<file path="src/tpu_settings.svh">
/*
 * Tensor tile vector load/store path
 * Global widths and sizes shared by the package and the RTL
 */

`ifndef TPU_SETTINGS_SVH
`define TPU_SETTINGS_SVH

// Word address into local memory, 1024 words
`define TPU_ADDR_WIDTH 10

// Memory and vector element word
`define TPU_DATA_WIDTH 32

// Max elements per vector access
`define TPU_VLEN 16

`endif
</file>
<file path="src/pkg_tpu.sv">
/*
 * Tensor tile vector load/store path
 * Shared types for the address generator, sequencer, memory and buffer
 */

`default_nettype none

`include "tpu_settings.svh"

package pkg_tpu;

	typedef logic [`TPU_ADDR_WIDTH-1:0]       address_t;    // Word address, stride too
	typedef logic [`TPU_DATA_WIDTH-1:0]       data_t;       // One memory word
	typedef logic [$clog2(`TPU_VLEN):0]       length_t;     // Element count 0..16
	typedef logic [$clog2(`TPU_VLEN)-1:0]     elem_index_t; // Buffer slot

	// Direction of a vector access
	typedef enum logic {
		kind_load  = 1'b0,
		kind_store = 1'b1
	} access_kind_t;

	// Sequencer FSM states
	typedef enum logic [1:0] {
		lsu_idle   = 2'd0,
		lsu_run    = 2'd1,
		lsu_finish = 2'd2
	} lsu_state_t;

endpackage

`default_nettype wire

</file>
<file path="src/vector_buffer.sv">
/*
 * Vector staging buffer
 * 16 words between local memory and the outside, two write ports
 * with the internal one winning, two combinational read ports
 */

`timescale 1ns/1ps
`default_nettype none

`include "tpu_settings.svh"

module vector_buffer (
	input  wire                   clock,
	input  logic                  wr_en,         // Load write-back
	input  pkg_tpu::elem_index_t  wr_index,
	input  pkg_tpu::data_t        wr_data,
	input  pkg_tpu::elem_index_t  rd_index,      // Store data source
	output pkg_tpu::data_t        rd_data,
	input  logic                  ext_wr_en,     // Outside preload
	input  pkg_tpu::elem_index_t  ext_wr_index,
	input  pkg_tpu::data_t        ext_wr_data,
	input  pkg_tpu::elem_index_t  ext_rd_index,  // Outside readback
	output pkg_tpu::data_t        ext_rd_data
);

	pkg_tpu::data_t elems [0:`TPU_VLEN-1];

	// Internal write last so it wins on the same slot
	always_ff @(posedge clock) begin
		if (ext_wr_en) begin
			elems[ext_wr_index] <= ext_wr_data;
		end
		if (wr_en) begin
			elems[wr_index] <= wr_data;
		end
	end

	assign rd_data     = elems[rd_index];
	assign ext_rd_data = elems[ext_rd_index];

endmodule

`default_nettype wire

</file>
<file path="config.mk">
export PLATFORM = sky130hd
export DESIGN_NAME = vector_buffer
export DESIGN_NICKNAME = d
export VERILOG_FILES = /design/src/pkg_tpu.sv /design/src/vector_buffer.sv
export VERILOG_INCLUDE_DIRS = /design/src
export SDC_FILE = /design/constraint.sdc
export NUM_CORES = 1
export LEC_CHECK = 0
export ABC_CLOCK_PERIOD_IN_PS = 4300
export BUFFER_PORTS_ARGS = -buffer_cell sky130_fd_sc_hd__clkbuf_2
export CORE_MARGIN = 1.5
export CORE_UTILIZATION = 30
export CTS_CLUSTER_SIZE = 12
export DETAILED_ROUTE_END_ITERATION = 10
export GPL_ROUTABILITY_DRIVEN = 0
export SKIP_CTS_REPAIR_TIMING = 1
export SLEW_MARGIN = 30
export SYNTH_ARGS = -nofsm -noshare
export SYNTH_HDL_FRONTEND = slang
export SYNTH_SLANG_ARGS = --single-unit
export TNS_END_PERCENT = 100
</file>
<file path="constraint.sdc">
create_clock -name clock -period 4.3 [get_ports clock]
set_input_delay 0 -clock clock [delete_from_list [all_inputs] [get_ports clock]]
set_output_delay 0 -clock clock [all_outputs]
set_load 0.01 [all_outputs]
</file>
==> reports/qor.yml <==
startpoint: "wr_index[1]"
cts_tree: "built"
grt_pass1_wl_microns: 141000
num_antenna_cells: 0
synthCells: 1732
finalNonFillerCells: 3206
drive_gt1_share_pct: 56.2
status: "finished with violations"
final-setup-viol-count: 0
cellLeakagePower_nw: 11.4
initial_utilization_pct: 30.2
dp_hpwl_microns: 60000
crit_fanout: 22
worst_hold_slack_ns: -0.0362
critical_path.n_buffers_inverters: 3
ir_drop_uv: 297
row_count: 115
met3_usage_pct: 2.74
yosysTopAreaCellShare_pct: 51.9
drtPass1Iterations: 5
gr-usage-met1_pct: 24.6
crit_family: "buffers and inverters"
crit_chain: "clkbuf_2, nand2_1, nor2_4, buf_4, mux2_2, dlygate4sd3_1"
ios: 147
synth.distinct_cells: 26
nets: 1956
min-delay-start: "ext_wr_data[25]"
synth_area_sq_mm: 0.0296
clockRootBuffer: "clkbuf_16"
antenna_found_initial: 4
cpPeakStageDelay_ns: 0.65
fin_setup_tns_ns: 0
hp-class: "in2reg"
ys_seq_area_share_pct: 51.9
slew_headroom_pct: 34.7
vias_per_cell: 5.72
grt_pass1_vias: 19100
grt.busiest_layer: "met2"
grt_overflow: 0
reg.largest.list: "elems: 512 flops"
ys_ff_latch: 512
ys_warn_count: 0
first_iter_violations: 1790
critPathCaptureType: "flip-flop"
largest_reg_flops: 512
critPathKind: "in2reg"
p_per_area_mw_per_mm2: 352
core_region_area_sq_mm: 0.0981
cp-start-kind: "input pin"
place_area_sq_mm: 0.0321
slew_viol_final: 0
clockBufferDepth: 3
fin_crit_ns: 2.31
syn_nets: 1815
grt_start_max_net_pins: 85
port_buffers: 146
design_area_sq_mm: 0.0346
die-area_sq_mm: 0.101
syn2layout_area_growth_pct: 16.8
yosysTopAreaCell: "edfxtp_1"
fillers: 9324
routed-via-count: 18400
violations: "hold timing"
syn_area_per_cell_sq_um: 17.1
fin_crit_sh_pct: 53.8
largest_register: "elems"
ys_top_cells_by_area: "edfxtp_1 (52%), mux4_2 (19%), mux2_2 (17%), a22oi_1 (3.2%), mux2_4 (2.9%)"
cp.required_ns: 4.67
track_usage_pct: 19.5
rsz0062_at_grt: "no"
ant_nets: 0
die_y_microns: 317
routed_wirelength_microns: 98400
numCtsBuffers: 58
worst_pin_slew_ns: 0.979
fmax_ghz: 0.432
drv_cap: 0
slowest_stage: "nor2_4"
clk_pin_slew_ns: 0.06
drcViolationCount: 0
cp.arrival_ns: 2.68
die-width_microns: 317
clock_sinks: 512
post_drt_wl_per_cell_microns: 30.7
dp_cells: 3021
final_hold_viol_count: 59
h-tree-depth: 2
use_met2_pct: 34.3
[metrics by stage]
step / power (mW) / utilization, % / setup WS, ns
floorplan: 6.93 / - / 1.03
global placement: 7.52 / 32.4 / 1.57
detailed placement: 7.57 / 32.7 / 1.56
CTS: 12.2 / 34.4 / 2.01
global route: 12.5 / 35.3 / 1.87
finish: 12.2 / 35.3 / 1.99
[placed cells by master (no fill, tap or decap), types with 5 or more instances in the layout]
cell type,Yosys,layout
mux2_4,58,58
buf_4,17,47
mux2_1,14,14
a22oi_1,128,128
o21ai_4,0,6
mux2_2,440,440
nor2b_4,0,5
buf_16,0,9
clkbuf_16,0,59
dlygate4sd3_1,0,78
clkbuf_1,121,19
o22ai_4,0,9
clkbuf_2,0,142
nand2_1,67,66
mux4_2,256,256
clkinv_2,0,8
nor2_4,0,11
clkinv_1,0,15
edfxtp_1,512,512
[cells by family (layout without fill, tap and decap cells)]
group | Yosys count | after routing | synth area share, %
mux | 768 | 768 | 39.6
compound gates | 144 | 144 | 3.56
buf+inv | 204 | 391 | 3.26
flops | 512 | 512 | 51.9
simple gates | 104 | 104 | 1.65
[synthesized netlist by cell type]
library cell and n:
mux2_1 14, clkbuf_1 121, and2_1 2, buf_6 9, nor3b_2 1, nand2_1 67
nor2b_1 5, nand2b_1 7, a22oi_1 128, mux4_2 256, mux2_2 440, buf_2 54
o21ai_0 6, nand3b_4 2, buf_1 3, buf_4 17, or3_1 2, edfxtp_1 512
nand3b_1 2, or2_2 1, o22ai_1 9, nor2_1 12, or3b_2 1, mux2_4 58
o21bai_1 1, nand3_1 2
[layout make-up]
| type | count | area (sq um) | share of cell area [%] |
|---|---|---|---|
| clock buffer | 78 | 1550 | 4.47 |
| timing repair buffer | 285 | 2240 | 6.48 |
| clock inverter | 28 | 196 | 0.568 |
| multi-input combinational | 1016 | 13600 | 39.4 |
| sequential | 512 | 15400 | 44.4 |
| tap | 1287 | 1610 | 4.65 |
[power breakdown]
group          leakage [nW]  total, mW  internal [mW]  switching [mW]
sequential             4.65       5.81           5.72          0.0869
clock                 0.846       4.67           2.63            2.05
combinational          5.92       1.71          0.799           0.913
total                  11.4       12.2           9.14            3.05
[per-layer routing]
| layer | wire length [microns] | part of all wire [%] |
|---|---|---|
| met1 | 38400 | 39 |
| met2 | 50900 | 52 |
| met3 | 6020 | 6.1 |
| met4 | 2980 | 3.0 |
| met5 | 53 | 0.054 |
[final timing paths]
| check | to | slack, ns | cells past startpoint |
|---|---|---|---|
| max | elems[11][22] | 1.99 | 6 |
| min | elems[1][25] | -0.04 | 2 |
Power figures use the tool's default switching activity.
