File: config.mk
export PLATFORM = sky130hd
export DESIGN_NAME = agu
export DESIGN_NICKNAME = d
export VERILOG_FILES = /design/src/pkg_tpu.sv /design/src/agu.sv
export VERILOG_INCLUDE_DIRS = /design/src
export SDC_FILE = /design/constraint.sdc
export NUM_CORES = 1
export LEC_CHECK = 0
export ABC_AREA = 0
export BUFFER_PORTS_ARGS = -buffer_cell sky130_fd_sc_hd__buf_2
export CELL_PAD_IN_SITES_DETAIL_PLACEMENT = 1
export CELL_PAD_IN_SITES_GLOBAL_PLACEMENT = 2
export CORE_MARGIN = 8
export CORE_UTILIZATION = 32
export DETAILED_ROUTE_END_ITERATION = 10
export GPL_ROUTABILITY_DRIVEN = 0
export MAX_ROUTING_LAYER = met4
export PLACE_DENSITY_LB_ADDON = 0.1
export SETUP_SLACK_MARGIN = 0.1
export SLEW_MARGIN = 20
export SYNTH_ARGS = -nofsm -noshare
export SYNTH_HDL_FRONTEND = slang
export SYNTH_SLANG_ARGS = --single-unit
File: constraint.sdc
create_clock -name clock -period 3.2 [get_ports clock]
set_clock_uncertainty 0.15 [all_clocks]
set_input_delay 0.32 -clock clock [delete_from_list [all_inputs] [get_ports clock]]
set_output_delay 0.32 -clock clock [all_outputs]
set_load 0.03 [all_outputs]
File: src/tpu_settings.svh
/*
 * Tensor tile vector load/store path
 * Global widths and sizes shared by the package and the RTL
 */

`ifndef TPU_SETTINGS_SVH
`define TPU_SETTINGS_SVH

// Word address into local memory, 1024 words
`define TPU_ADDR_WIDTH 10

// Memory and vector element word
`define TPU_DATA_WIDTH 32

// Max elements per vector access
`define TPU_VLEN 16

`endif
File: src/pkg_tpu.sv
/*
 * Tensor tile vector load/store path
 * Shared types for the address generator, sequencer, memory and buffer
 */

`default_nettype none

`include "tpu_settings.svh"

package pkg_tpu;

	typedef logic [`TPU_ADDR_WIDTH-1:0]       address_t;    // Word address, stride too
	typedef logic [`TPU_DATA_WIDTH-1:0]       data_t;       // One memory word
	typedef logic [$clog2(`TPU_VLEN):0]       length_t;     // Element count 0..16
	typedef logic [$clog2(`TPU_VLEN)-1:0]     elem_index_t; // Buffer slot

	// Direction of a vector access
	typedef enum logic {
		kind_load  = 1'b0,
		kind_store = 1'b1
	} access_kind_t;

	// Sequencer FSM states
	typedef enum logic [1:0] {
		lsu_idle   = 2'd0,
		lsu_run    = 2'd1,
		lsu_finish = 2'd2
	} lsu_state_t;

endpackage

`default_nettype wire

File: src/agu.sv
/*
 * Strided address generator
 * Issues one memory request per element from base by stride,
 * holds off while the memory stalls, flags the end of the access
 */

`timescale 1ns/1ps
`default_nettype none

module agu (
	input  wire                clock,
	input  wire                reset,
	input  logic               req,         // Load config and start walking
	input  logic               stall,       // Memory busy with host this cycle
	input  pkg_tpu::length_t   length,
	input  pkg_tpu::address_t  stride,
	input  pkg_tpu::address_t  base_addr,
	output logic               mem_req,     // Element request issued
	output pkg_tpu::address_t  mem_addr,
	output logic               end_access   // All elements issued
);

	logic               run;          // Access in progress
	pkg_tpu::length_t   remaining;    // Elements still to issue
	pkg_tpu::address_t  step;         // Latched stride
	pkg_tpu::address_t  addr;         // Next element address
	logic               load_config;

	assign load_config = req && !run;

	// Request only when elements remain and memory is free
	assign mem_req    = run && (remaining != '0) && !stall;
	assign end_access = run && (remaining == '0);
	assign mem_addr   = addr;

	////////////////////////////////////////
	// Control

	always_ff @(posedge clock) begin
		if (reset) begin
			run <= 1'b0;
		end else if (end_access) begin
			run <= 1'b0;    // Back to idle after the last element
		end else if (load_config) begin
			run <= 1'b1;
		end
	end

	// Counts down only on issued requests
	always_ff @(posedge clock) begin
		if (reset) begin
			remaining <= '0;
		end else if (load_config) begin
			remaining <= length;
		end else if (mem_req) begin
			remaining <= remaining - 1'b1;
		end
	end

	////////////////////////////////////////
	// Address path

	always_ff @(posedge clock) begin
		if (load_config) begin
			step <= stride;
			addr <= base_addr;
		end else if (mem_req) begin
			addr <= addr + step;    // Wraps modulo memory size
		end
	end

	// Stall must not skip an address
	assert property (@(posedge clock) disable iff (reset)
		run && stall |=> $stable(mem_addr))
		else $error("agu: address moved during stall");

endmodule

`default_nettype wire

==> qor.csv <==
metric,value,unit
outcome,"complete, no violations",
R2R Path Start,mem_addr[0],
Hold Startpoint,stride[0],
Synth top area share,41.8,%
post-CTS setup buffers,0,
DIE AREA,0.00689,sq mm
Worst Tran Pin Value,0.591,ns
sw frac,35.7,%
CP Class,reg -> reg,
warnings from Yosys,0,
CTS Hold Buffers Added,0,
DP Wirelength,2.86,mm
Area Growth Syn to Fin,21.8,%
P_sw,363,uW
most frequent CP cell,o21ai_0,
synthesized area per cell,10.8,sq um
fmax,407,MHz
Ant. Diodes,0,
post-layout util,40.2,%
Critical Path AT,2.32,ns
reg2reg setup slack,0.74,ns
WHS Path Cells,1,
Cell variety after synth,30,
htree depth,1,
CP bufs+invs,0,
CTS tree,built,
crit-path cells,ha_1 -> fa_1 -> a211oi_1 -> o21ai_0 -> a21oi_1 -> xor2_1 -> o21ai_0,
"Largest stage delay, worst path",0.44,ns
vias in the first global route,1260,
dominant delay contributor by cell family on the critical path,compound AO/OA/AOI/OAI gates,
row cnt,24,
Sequential Power Share,44.4,%
RSZ-0062 raised after global routing,false,
largest area contributor in the netlist,edfxtp_1,
Comb pwr share,36.8,%
clock power share,18.9,%
CP Launch Type,register,
share of layout cells above drive strength 1,27.8,%
critical path required time,3.06,ns
minimum clock period,2.46,ns
initial antenna violation count,0,
number of fill cells,507,
clock latency on the worst-skew pair,0.27,ns
core region area,0.00435,sq mm
CP max stage cell,fa_1,
FF-to-FF End,mem_addr[6],
final wirelength,3.54,mm
Congestion Overflow GR,0,
post-synthesis cell area,0.00144,sq mm
"EDFF count, synth",20,
drt pass-1 iters,4,
Clock Root Buffer,clkbuf_8,
footprint of the multi-input gates,689,sq um
post-DR vias/cell,4.97,
Post-CTS Resized,0,
clock slew at reported path FFs,0.09,ns
Worst Setup End Kind,register,
Iter 0 DRT Violations,56,
Final Max Tran Viols,0,
Worst Reg-to-Reg Cells,7,
Vias,1133,
Power Density,582,mW/mm^2
Final Setup Violations,0,
first-pass GRT wire length,6.03,mm
Yosys reg bits,26,
Post-DRT Antenna Nets,0,
die width,83.0,um
Initial Utilization,33.0,%
wire per inst,15.5,um
maximum vdd drop,0.000199,V
Post-route DRC,0,
Inserted Clock Buffers,3,
All-Layer GR Usage,10.7,%
Sum Neg Setup Slack,0,ns
synth cell count leaders,"edfxtp_1, nand2_1, o21ai_0",
Pint,655,uW
I/O pin count,41,
total clock sinks,26,
CTS max path bufs,2,
Rel. slew slack,60.6,%
Post-Synthesis Cells,133,
largest net degree at the start of global routing,23,
"FFs w/ async S/R, synth",0,%
Port Buffers,40,
P_leak,0.000729,uW
most frequent cell after synthesis,edfxtp_1,
synth top area cells,"edfxtp_1, ha_1, dfxtp_1",
crit-path max FO,3,
Chip Height,83.0,um
Max Cap Viol,0,
Reg area,721,sq um
Final nets,218,
sequential share of the synthesized area,50.1,%
Hold Fails Final Rpt,0,
worst hold path class,in -> reg,
"Top FF cell, synth",edfxtp_1,
Syn Nets,174,
Worst Hold End,step[0],
Final period util,76.7,%
==> power by group through the flow <==
stage | clock, uW | combinational [uW] | sequential [uW]
global placement | 0 | 371 | 456
detailed placement | 0 | 378 | 461
global route | 218 | 424 | 460
floorplan | 0 | 220 | 508
CTS | 202 | 381 | 453
finish | 192 | 374 | 452
==> registers in the layout, indices dropped and copies added, names as in the netlist <==
signal / count
mem_addr: 10
step: 10
remaining: 5
run: 1
==> metal layers <==
metal / part of all wire, % / track usage (%)
met4: 0.68 / 3.35
met5: 0 / -
met2: 50 / 18.1
met3: 4.0 / 2.15
met1: 45 / 12.3
==> through the flow <==
step	hold WS, ns	instances	setup slack, ns	area [sq um]	total power (uW)
finish	0.0697	228	0.745	1750	1020
global route	0.0480	228	0.480	1750	1100
CTS	0.0615	228	0.691	1750	1040
detailed placement	0.349	224	0.712	1710	839
global placement	0.347	224	0.761	1710	828
floorplan	0.239	133	0.730	1440	728
==> layout by cell type, fill, tap and decap left out, types with 2 or more instances in the layout <==
cell,n
dfxtp_1,6
nor3_1,3
buf_2,40
nand2_1,19
o21ai_0,13
a21o_1,2
edfxtp_1,20
nand2b_1,2
nor2_1,10
clkbuf_8,3
inv_1,4
and2_1,2
o211ai_1,3
a21oi_1,6
ha_1,11
buf_4,2
xor2_1,7
a211oi_1,7
xnor2_1,3
==> layout make-up <==
cell class / count / area share [%]
sequential: 26 / 41.2
multi-input combinational: 100 / 39.4
timing repair buffer: 42 / 12.3
tap: 52 / 3.72
clock buffer: 3 / 2.36
inverter: 4 / 0.858
clock inverter: 1 / 0.214
==> cell families (layout without fill, tap and decap cells) <==
group	count (synthesis)	count (layout)	synth area share, %
flip-flops	26	26	50.1
AND/OR/NAND/NOR	43	43	15.5
adder cells (fa/ha/maj)	12	12	11.0
XOR/XNOR	10	10	6.09
buffers and inverters	7	50	1.91
AO/OA/AOI/OAI	35	35	15.4
==> worst max path at each step <==
stage	end	slack, ns	from	cells past startpoint
final	mem_addr[6]	0.74	mem_addr[0]	7
after global routing	mem_addr[6]	0.48	mem_addr[0]	7
after CTS	mem_addr[6]	0.69	mem_addr[0]	7
after detailed placement	mem_addr[6]	0.71	mem_addr[0]	7
after global placement	mem_addr[6]	0.76	mem_addr[0]	7
after floorplan	mem_addr[6]	0.73	mem_addr[0]	7
(Power assumes the default switching activity.)
