File: src/tpu_settings.svh
/*
 * Tensor tile vector load/store path
 * Global widths and sizes shared by the package and the RTL
 */

`ifndef TPU_SETTINGS_SVH
`define TPU_SETTINGS_SVH

// Word address into local memory, 1024 words
`define TPU_ADDR_WIDTH 10

// Memory and vector element word
`define TPU_DATA_WIDTH 32

// Max elements per vector access
`define TPU_VLEN 16

`endif
File: src/pkg_tpu.sv
/*
 * Tensor tile vector load/store path
 * Shared types for the address generator, sequencer, memory and buffer
 */

`default_nettype none

`include "tpu_settings.svh"

package pkg_tpu;

	typedef logic [`TPU_ADDR_WIDTH-1:0]       address_t;    // Word address, stride too
	typedef logic [`TPU_DATA_WIDTH-1:0]       data_t;       // One memory word
	typedef logic [$clog2(`TPU_VLEN):0]       length_t;     // Element count 0..16
	typedef logic [$clog2(`TPU_VLEN)-1:0]     elem_index_t; // Buffer slot

	// Direction of a vector access
	typedef enum logic {
		kind_load  = 1'b0,
		kind_store = 1'b1
	} access_kind_t;

	// Sequencer FSM states
	typedef enum logic [1:0] {
		lsu_idle   = 2'd0,
		lsu_run    = 2'd1,
		lsu_finish = 2'd2
	} lsu_state_t;

endpackage

`default_nettype wire

File: src/lsu_control.sv
/*
 * Load/store sequencer
 * Latches an operation, kicks the address generator, steers store
 * data and load write-back, pulses done when the access drains
 */

`timescale 1ns/1ps
`default_nettype none

module lsu_control (
	input  wire                    clock,
	input  wire                    reset,
	input  logic                   start,          // One-cycle operation pulse
	input  pkg_tpu::access_kind_t  kind,
	input  pkg_tpu::length_t       length,
	input  pkg_tpu::address_t      stride,
	input  pkg_tpu::address_t      base_addr,
	output logic                   agu_req,
	output pkg_tpu::length_t       agu_length,
	output pkg_tpu::address_t      agu_stride,
	output pkg_tpu::address_t      agu_base,
	input  logic                   mem_req,        // Issued element request
	input  logic                   end_access,
	output logic                   mem_we,
	output pkg_tpu::elem_index_t   elem_index,     // Element of current request
	output logic                   load_wr_en,     // Write-back of loaded word
	output pkg_tpu::elem_index_t   load_wr_index,
	output logic                   busy,
	output logic                   done
);

	pkg_tpu::lsu_state_t    state;
	pkg_tpu::access_kind_t  op_kind;
	logic                   accept;
	logic                   is_load;

	assign accept  = start && (state == pkg_tpu::lsu_idle);
	assign is_load = (op_kind == pkg_tpu::kind_load);

	////////////////////////////////////////
	// FSM

	always_ff @(posedge clock) begin
		if (reset) begin
			state   <= pkg_tpu::lsu_idle;
			agu_req <= 1'b0;
		end else begin
			agu_req <= accept;    // Generator loads one cycle later
			case (state)
				pkg_tpu::lsu_idle:   if (start) state <= pkg_tpu::lsu_run;
				pkg_tpu::lsu_run:    if (end_access) state <= pkg_tpu::lsu_finish;
				pkg_tpu::lsu_finish: state <= pkg_tpu::lsu_idle;
				default:             state <= pkg_tpu::lsu_idle;
			endcase
		end
	end

	assign busy = (state != pkg_tpu::lsu_idle);
	assign done = (state == pkg_tpu::lsu_finish);

	// Operation latch
	always_ff @(posedge clock) begin
		if (accept) begin
			op_kind    <= kind;
			agu_length <= length;
			agu_stride <= stride;
			agu_base   <= base_addr;
		end
	end

	////////////////////////////////////////
	// Element tracking and data steering

	always_ff @(posedge clock) begin
		if (reset || accept) begin
			elem_index <= '0;
		end else if (mem_req) begin
			elem_index <= elem_index + 1'b1;
		end
	end

	assign mem_we = mem_req && !is_load;    // Store writes same cycle

	// Load data returns a cycle after the request
	always_ff @(posedge clock) begin
		if (reset) begin
			load_wr_en <= 1'b0;
		end else begin
			load_wr_en <= mem_req && is_load;
		end
	end

	always_ff @(posedge clock) begin
		load_wr_index <= elem_index;
	end

	assert property (@(posedge clock) disable iff (reset) start |-> !busy)
		else $error("lsu_control: start while busy");

	assert property (@(posedge clock) disable iff (reset) done |=> !done)
		else $error("lsu_control: done longer than one cycle");

endmodule

`default_nettype wire

File: config.mk
export PLATFORM = sky130hd
export DESIGN_NAME = lsu_control
export DESIGN_NICKNAME = d
export VERILOG_FILES = /design/src/pkg_tpu.sv /design/src/lsu_control.sv
export VERILOG_INCLUDE_DIRS = /design/src
export SDC_FILE = /design/constraint.sdc
export NUM_CORES = 1
export LEC_CHECK = 0
export ABC_CLOCK_PERIOD_IN_PS = 4600
export BUFFER_PORTS_ARGS = -buffer_cell sky130_fd_sc_hd__buf_2
export CAP_MARGIN = 20
export CELL_PAD_IN_SITES_DETAIL_PLACEMENT = 1
export CELL_PAD_IN_SITES_GLOBAL_PLACEMENT = 2
export CORE_ASPECT_RATIO = 0.7
export CORE_MARGIN = 10
export CORE_UTILIZATION = 30
export CTS_BUF_LIST = sky130_fd_sc_hd__clkbuf_8
export DETAILED_ROUTE_END_ITERATION = 10
export PLACE_DENSITY = 0.92
export SLEW_MARGIN = 5
export SYNTH_ARGS = -nofsm -noshare
export SYNTH_HDL_FRONTEND = slang
export SYNTH_SLANG_ARGS = --single-unit
File: constraint.sdc
create_clock -name clock -period 4.6 [get_ports clock]
set_input_delay 0.46 -clock clock [delete_from_list [all_inputs] [get_ports clock]]
set_output_delay 0.46 -clock clock [all_outputs]
set_load 0.02 [all_outputs]
==> run metrics <==
number of vias in the routed layout=762; routability congestion estimate=roughly 0.75; register area share after synthesis=0.8746; register-to-register setup slack=3.12 ns; timing-limited maximum frequency=651.2 MHz; total leakage power=0.7435 nW; H-Tree Depth=2; width of the chip=94.56 um; area share of the leading cell type in the synthesized netlist=0.6688; critical path start-end classification=reg2out; Setup TNS=0 ns; TritonCTS buffer count=5; via count of the first global-routing pass=850; launching element of the worst setup path=state[1]; number of enable-type register cells in the synthesized netlist=26; prevailing post-synth register cell=edfxtp_1; layout overhead on the synthesized area=43.30%; Post-Route WL=3312 um; Total Power=677.8 uW; source of the worst hold timing path=length[1]; TritonCTS clock tree=built; worst reg2reg path startpoint=state[1]; Post-Syn Instances=60; share of the cycle needed by the critical path after routing=0.3338; largest net degree at the start of global routing=18; Die Span Y=72.19 um; unrepaired setup endpoints after global routing=no; maximum fanout along the worst path=5; slew margin rel.=0.5875; number of detailed-routing iterations run before antenna repair=4; Fin. Hold Viols=0; total of warnings raised by yosys=0; cell area after synthesis=between 1000 and 1500 um2; total die area=6826 um2; clock transition at the registers of the reported paths=about 0.07 ns; Post-synth top cells=edfxtp_1 (26), dfxtp_1 (12), nor2_1 (4); Max rail drop VDD=151.4 uV; layout cell share with drive strength beyond 1=0.5620; Period minus WS final=1.536 ns; net count after synthesis=92; Nets=between 150 and 200; post-CTS setup-driven buffer insertion count=0; crit path launch type=flip-flop; endpoint of the lowest-slack register-to-register path=agu_stride[5]; worst hold path type=in2reg; insertion delay to the later sink of the worst-skew pair=0.27 ns; Post-Synthesis Mean Instance Area=19.46 um2; share of flip-flops with an asynchronous set or reset after synthesis=0; number of synthesized register bits=38; number of antenna violations at the first check in global routing=0; number of max-slew violations in the final report=0; post-cts repair resize count=0; GRT Resource Usage Total=0.09140; clk sinks=38; category of the worst setup path capture point=primary output; number of distinct library cell variants in the gate-level netlist after synthesis=17; Max clock buf depth=2; Antenna Violating Nets Remaining=0; cell chosen for the clock root=clkbuf_8; number of cells on the worst reg-to-reg path=2; # Max-Cap Violations=0; site row count=18; measured slew at the worst slew-check pin=~0.6 ns; wire length of the first global-routing pass=4754 um; number of ports placed on the die boundary=69; count of routing violations after the opening detailed-route iteration=15; detailed placement HPWL=2770 um; Std-Cell Core Area=3626 um2; setup clock skew after layout=0.003361 ns; number of design rule violations left after detail routing=0; via density per instance=4.075; Routed WL per cell=17.71 um; arrival time at the worst endpoint=1.08 ns; main area contributors after synthesis=edfxtp_1 (67%), dfxtp_1 (21%), xor2_1 (1.5%), nor2_1 (1.3%), ha_1 (1.1%); PwrDens=405.2 nW/um2; sum of overflow across all layers after global routing=0; cell accounting for the most synthesized area=edfxtp_1; starting density of the core=0.3219; CP required=4.14 ns; antenna diode count=0; final setup fails=0; outcome=finished clean; port buffer count=just under 70; endpoint of the most critical setup path=done; top-count cell post-synth=edfxtp_1; hold buffer count at CTS=0
-- per-layer routing --
layer / wire length (um) / vias to the layer above / track usage
met4: 17 / 0 / 0.02980
met3: 424 / 2 / 0.04728
li1: - / 368 / -
met1: 1274 / 347 / 0.09291
met5: 0 / - / 0
met2: 1595 / 45 / 0.1596
-- logic make-up after synthesis --
family                     synth area share
AOI/OAI and AO/OA                  0.004283
and+or+nand+nor                     0.07932
DFF                                  0.8746
muxes                              0.008575
xor gates and xnor gates            0.02251
adders and majority gates           0.01072
-- power by group --
group	internal, mW	total [mW]	leakage, nW	switching (mW)
logic	0.0288	0.0779	0.351	0.0491
registers	0.388	0.396	0.346	0.00774
clock network	0.102	0.204	0.0468	0.102
total	0.519	0.678	0.744	0.159
-- sequential cells by signal (all words and copies together), names as in the netlist, 2 cells and up --
signal and flops:
agu_stride 10, state 2, load_wr_index 4, agu_length 5
elem_index 4, agu_base 10
-- layout make-up --
| cell class | instances | area (um2) |
|---|---|---|
| clock buffers | 5 | 68.82 |
| flip-flops and latches | 38 | 1021 |
| multi-input cells | 22 | 152.6 |
| clock inverters | 3 | 12.51 |
| well taps | 50 | 62.56 |
| fillers | 401 | 1953 |
| repair buffers | 69 | 355.3 |
-- worst min-delay path by stage --
stage                                   to  slack, ns  cells past startpoint
after floorplan                 load_wr_en       0.41                      1
after global placement    load_wr_index[3]       0.38                      0
after detailed placement  load_wr_index[3]       0.37                      0
after CTS                    agu_length[1]       0.35                      1
after global routing         agu_stride[2]       0.34                      1
final                        agu_length[1]       0.36                      1
-- worst max-delay path: stages, from the launching register on --
cell and delay [ns]:
dfxtp_1 0.43, nor2b_1 0.19, buf_2 0.19
-- cells in the final DEF, fill, tap and decap left out --
master / instances
inv_1: 1
or2_4: 1
nor3_1: 2
o21ai_0: 1
ha_1: 1
nor2b_1: 2
nor3b_1: 1
clkinv_1: 1
buf_8: 1
mux2i_1: 1
nand4_1: 1
dfxtp_1: 12
nor3b_4: 1
nor2_1: 4
clkbuf_8: 5
xnor2_1: 1
edfxtp_1: 26
or2_1: 1
clkinv_2: 1
nand2_1: 2
xor2_1: 2
and2_1: 1
buf_2: 68
-- through the flow --
step,hold WS [ns],cell area (um2),setup slack [ns],instances,util
finish,0.3626,1673,3.064,187,0.4614
global route,0.3440,1673,2.996,187,0.4614
CTS,0.3523,1673,3.048,187,0.4614
detailed placement,0.3711,1592,2.917,179,0.4389
global placement,0.3754,1577,2.644,178,0.4348
floorplan,0.4061,1167,2.570,60,-
Note: power is estimated with default switching activity, not from simulation.
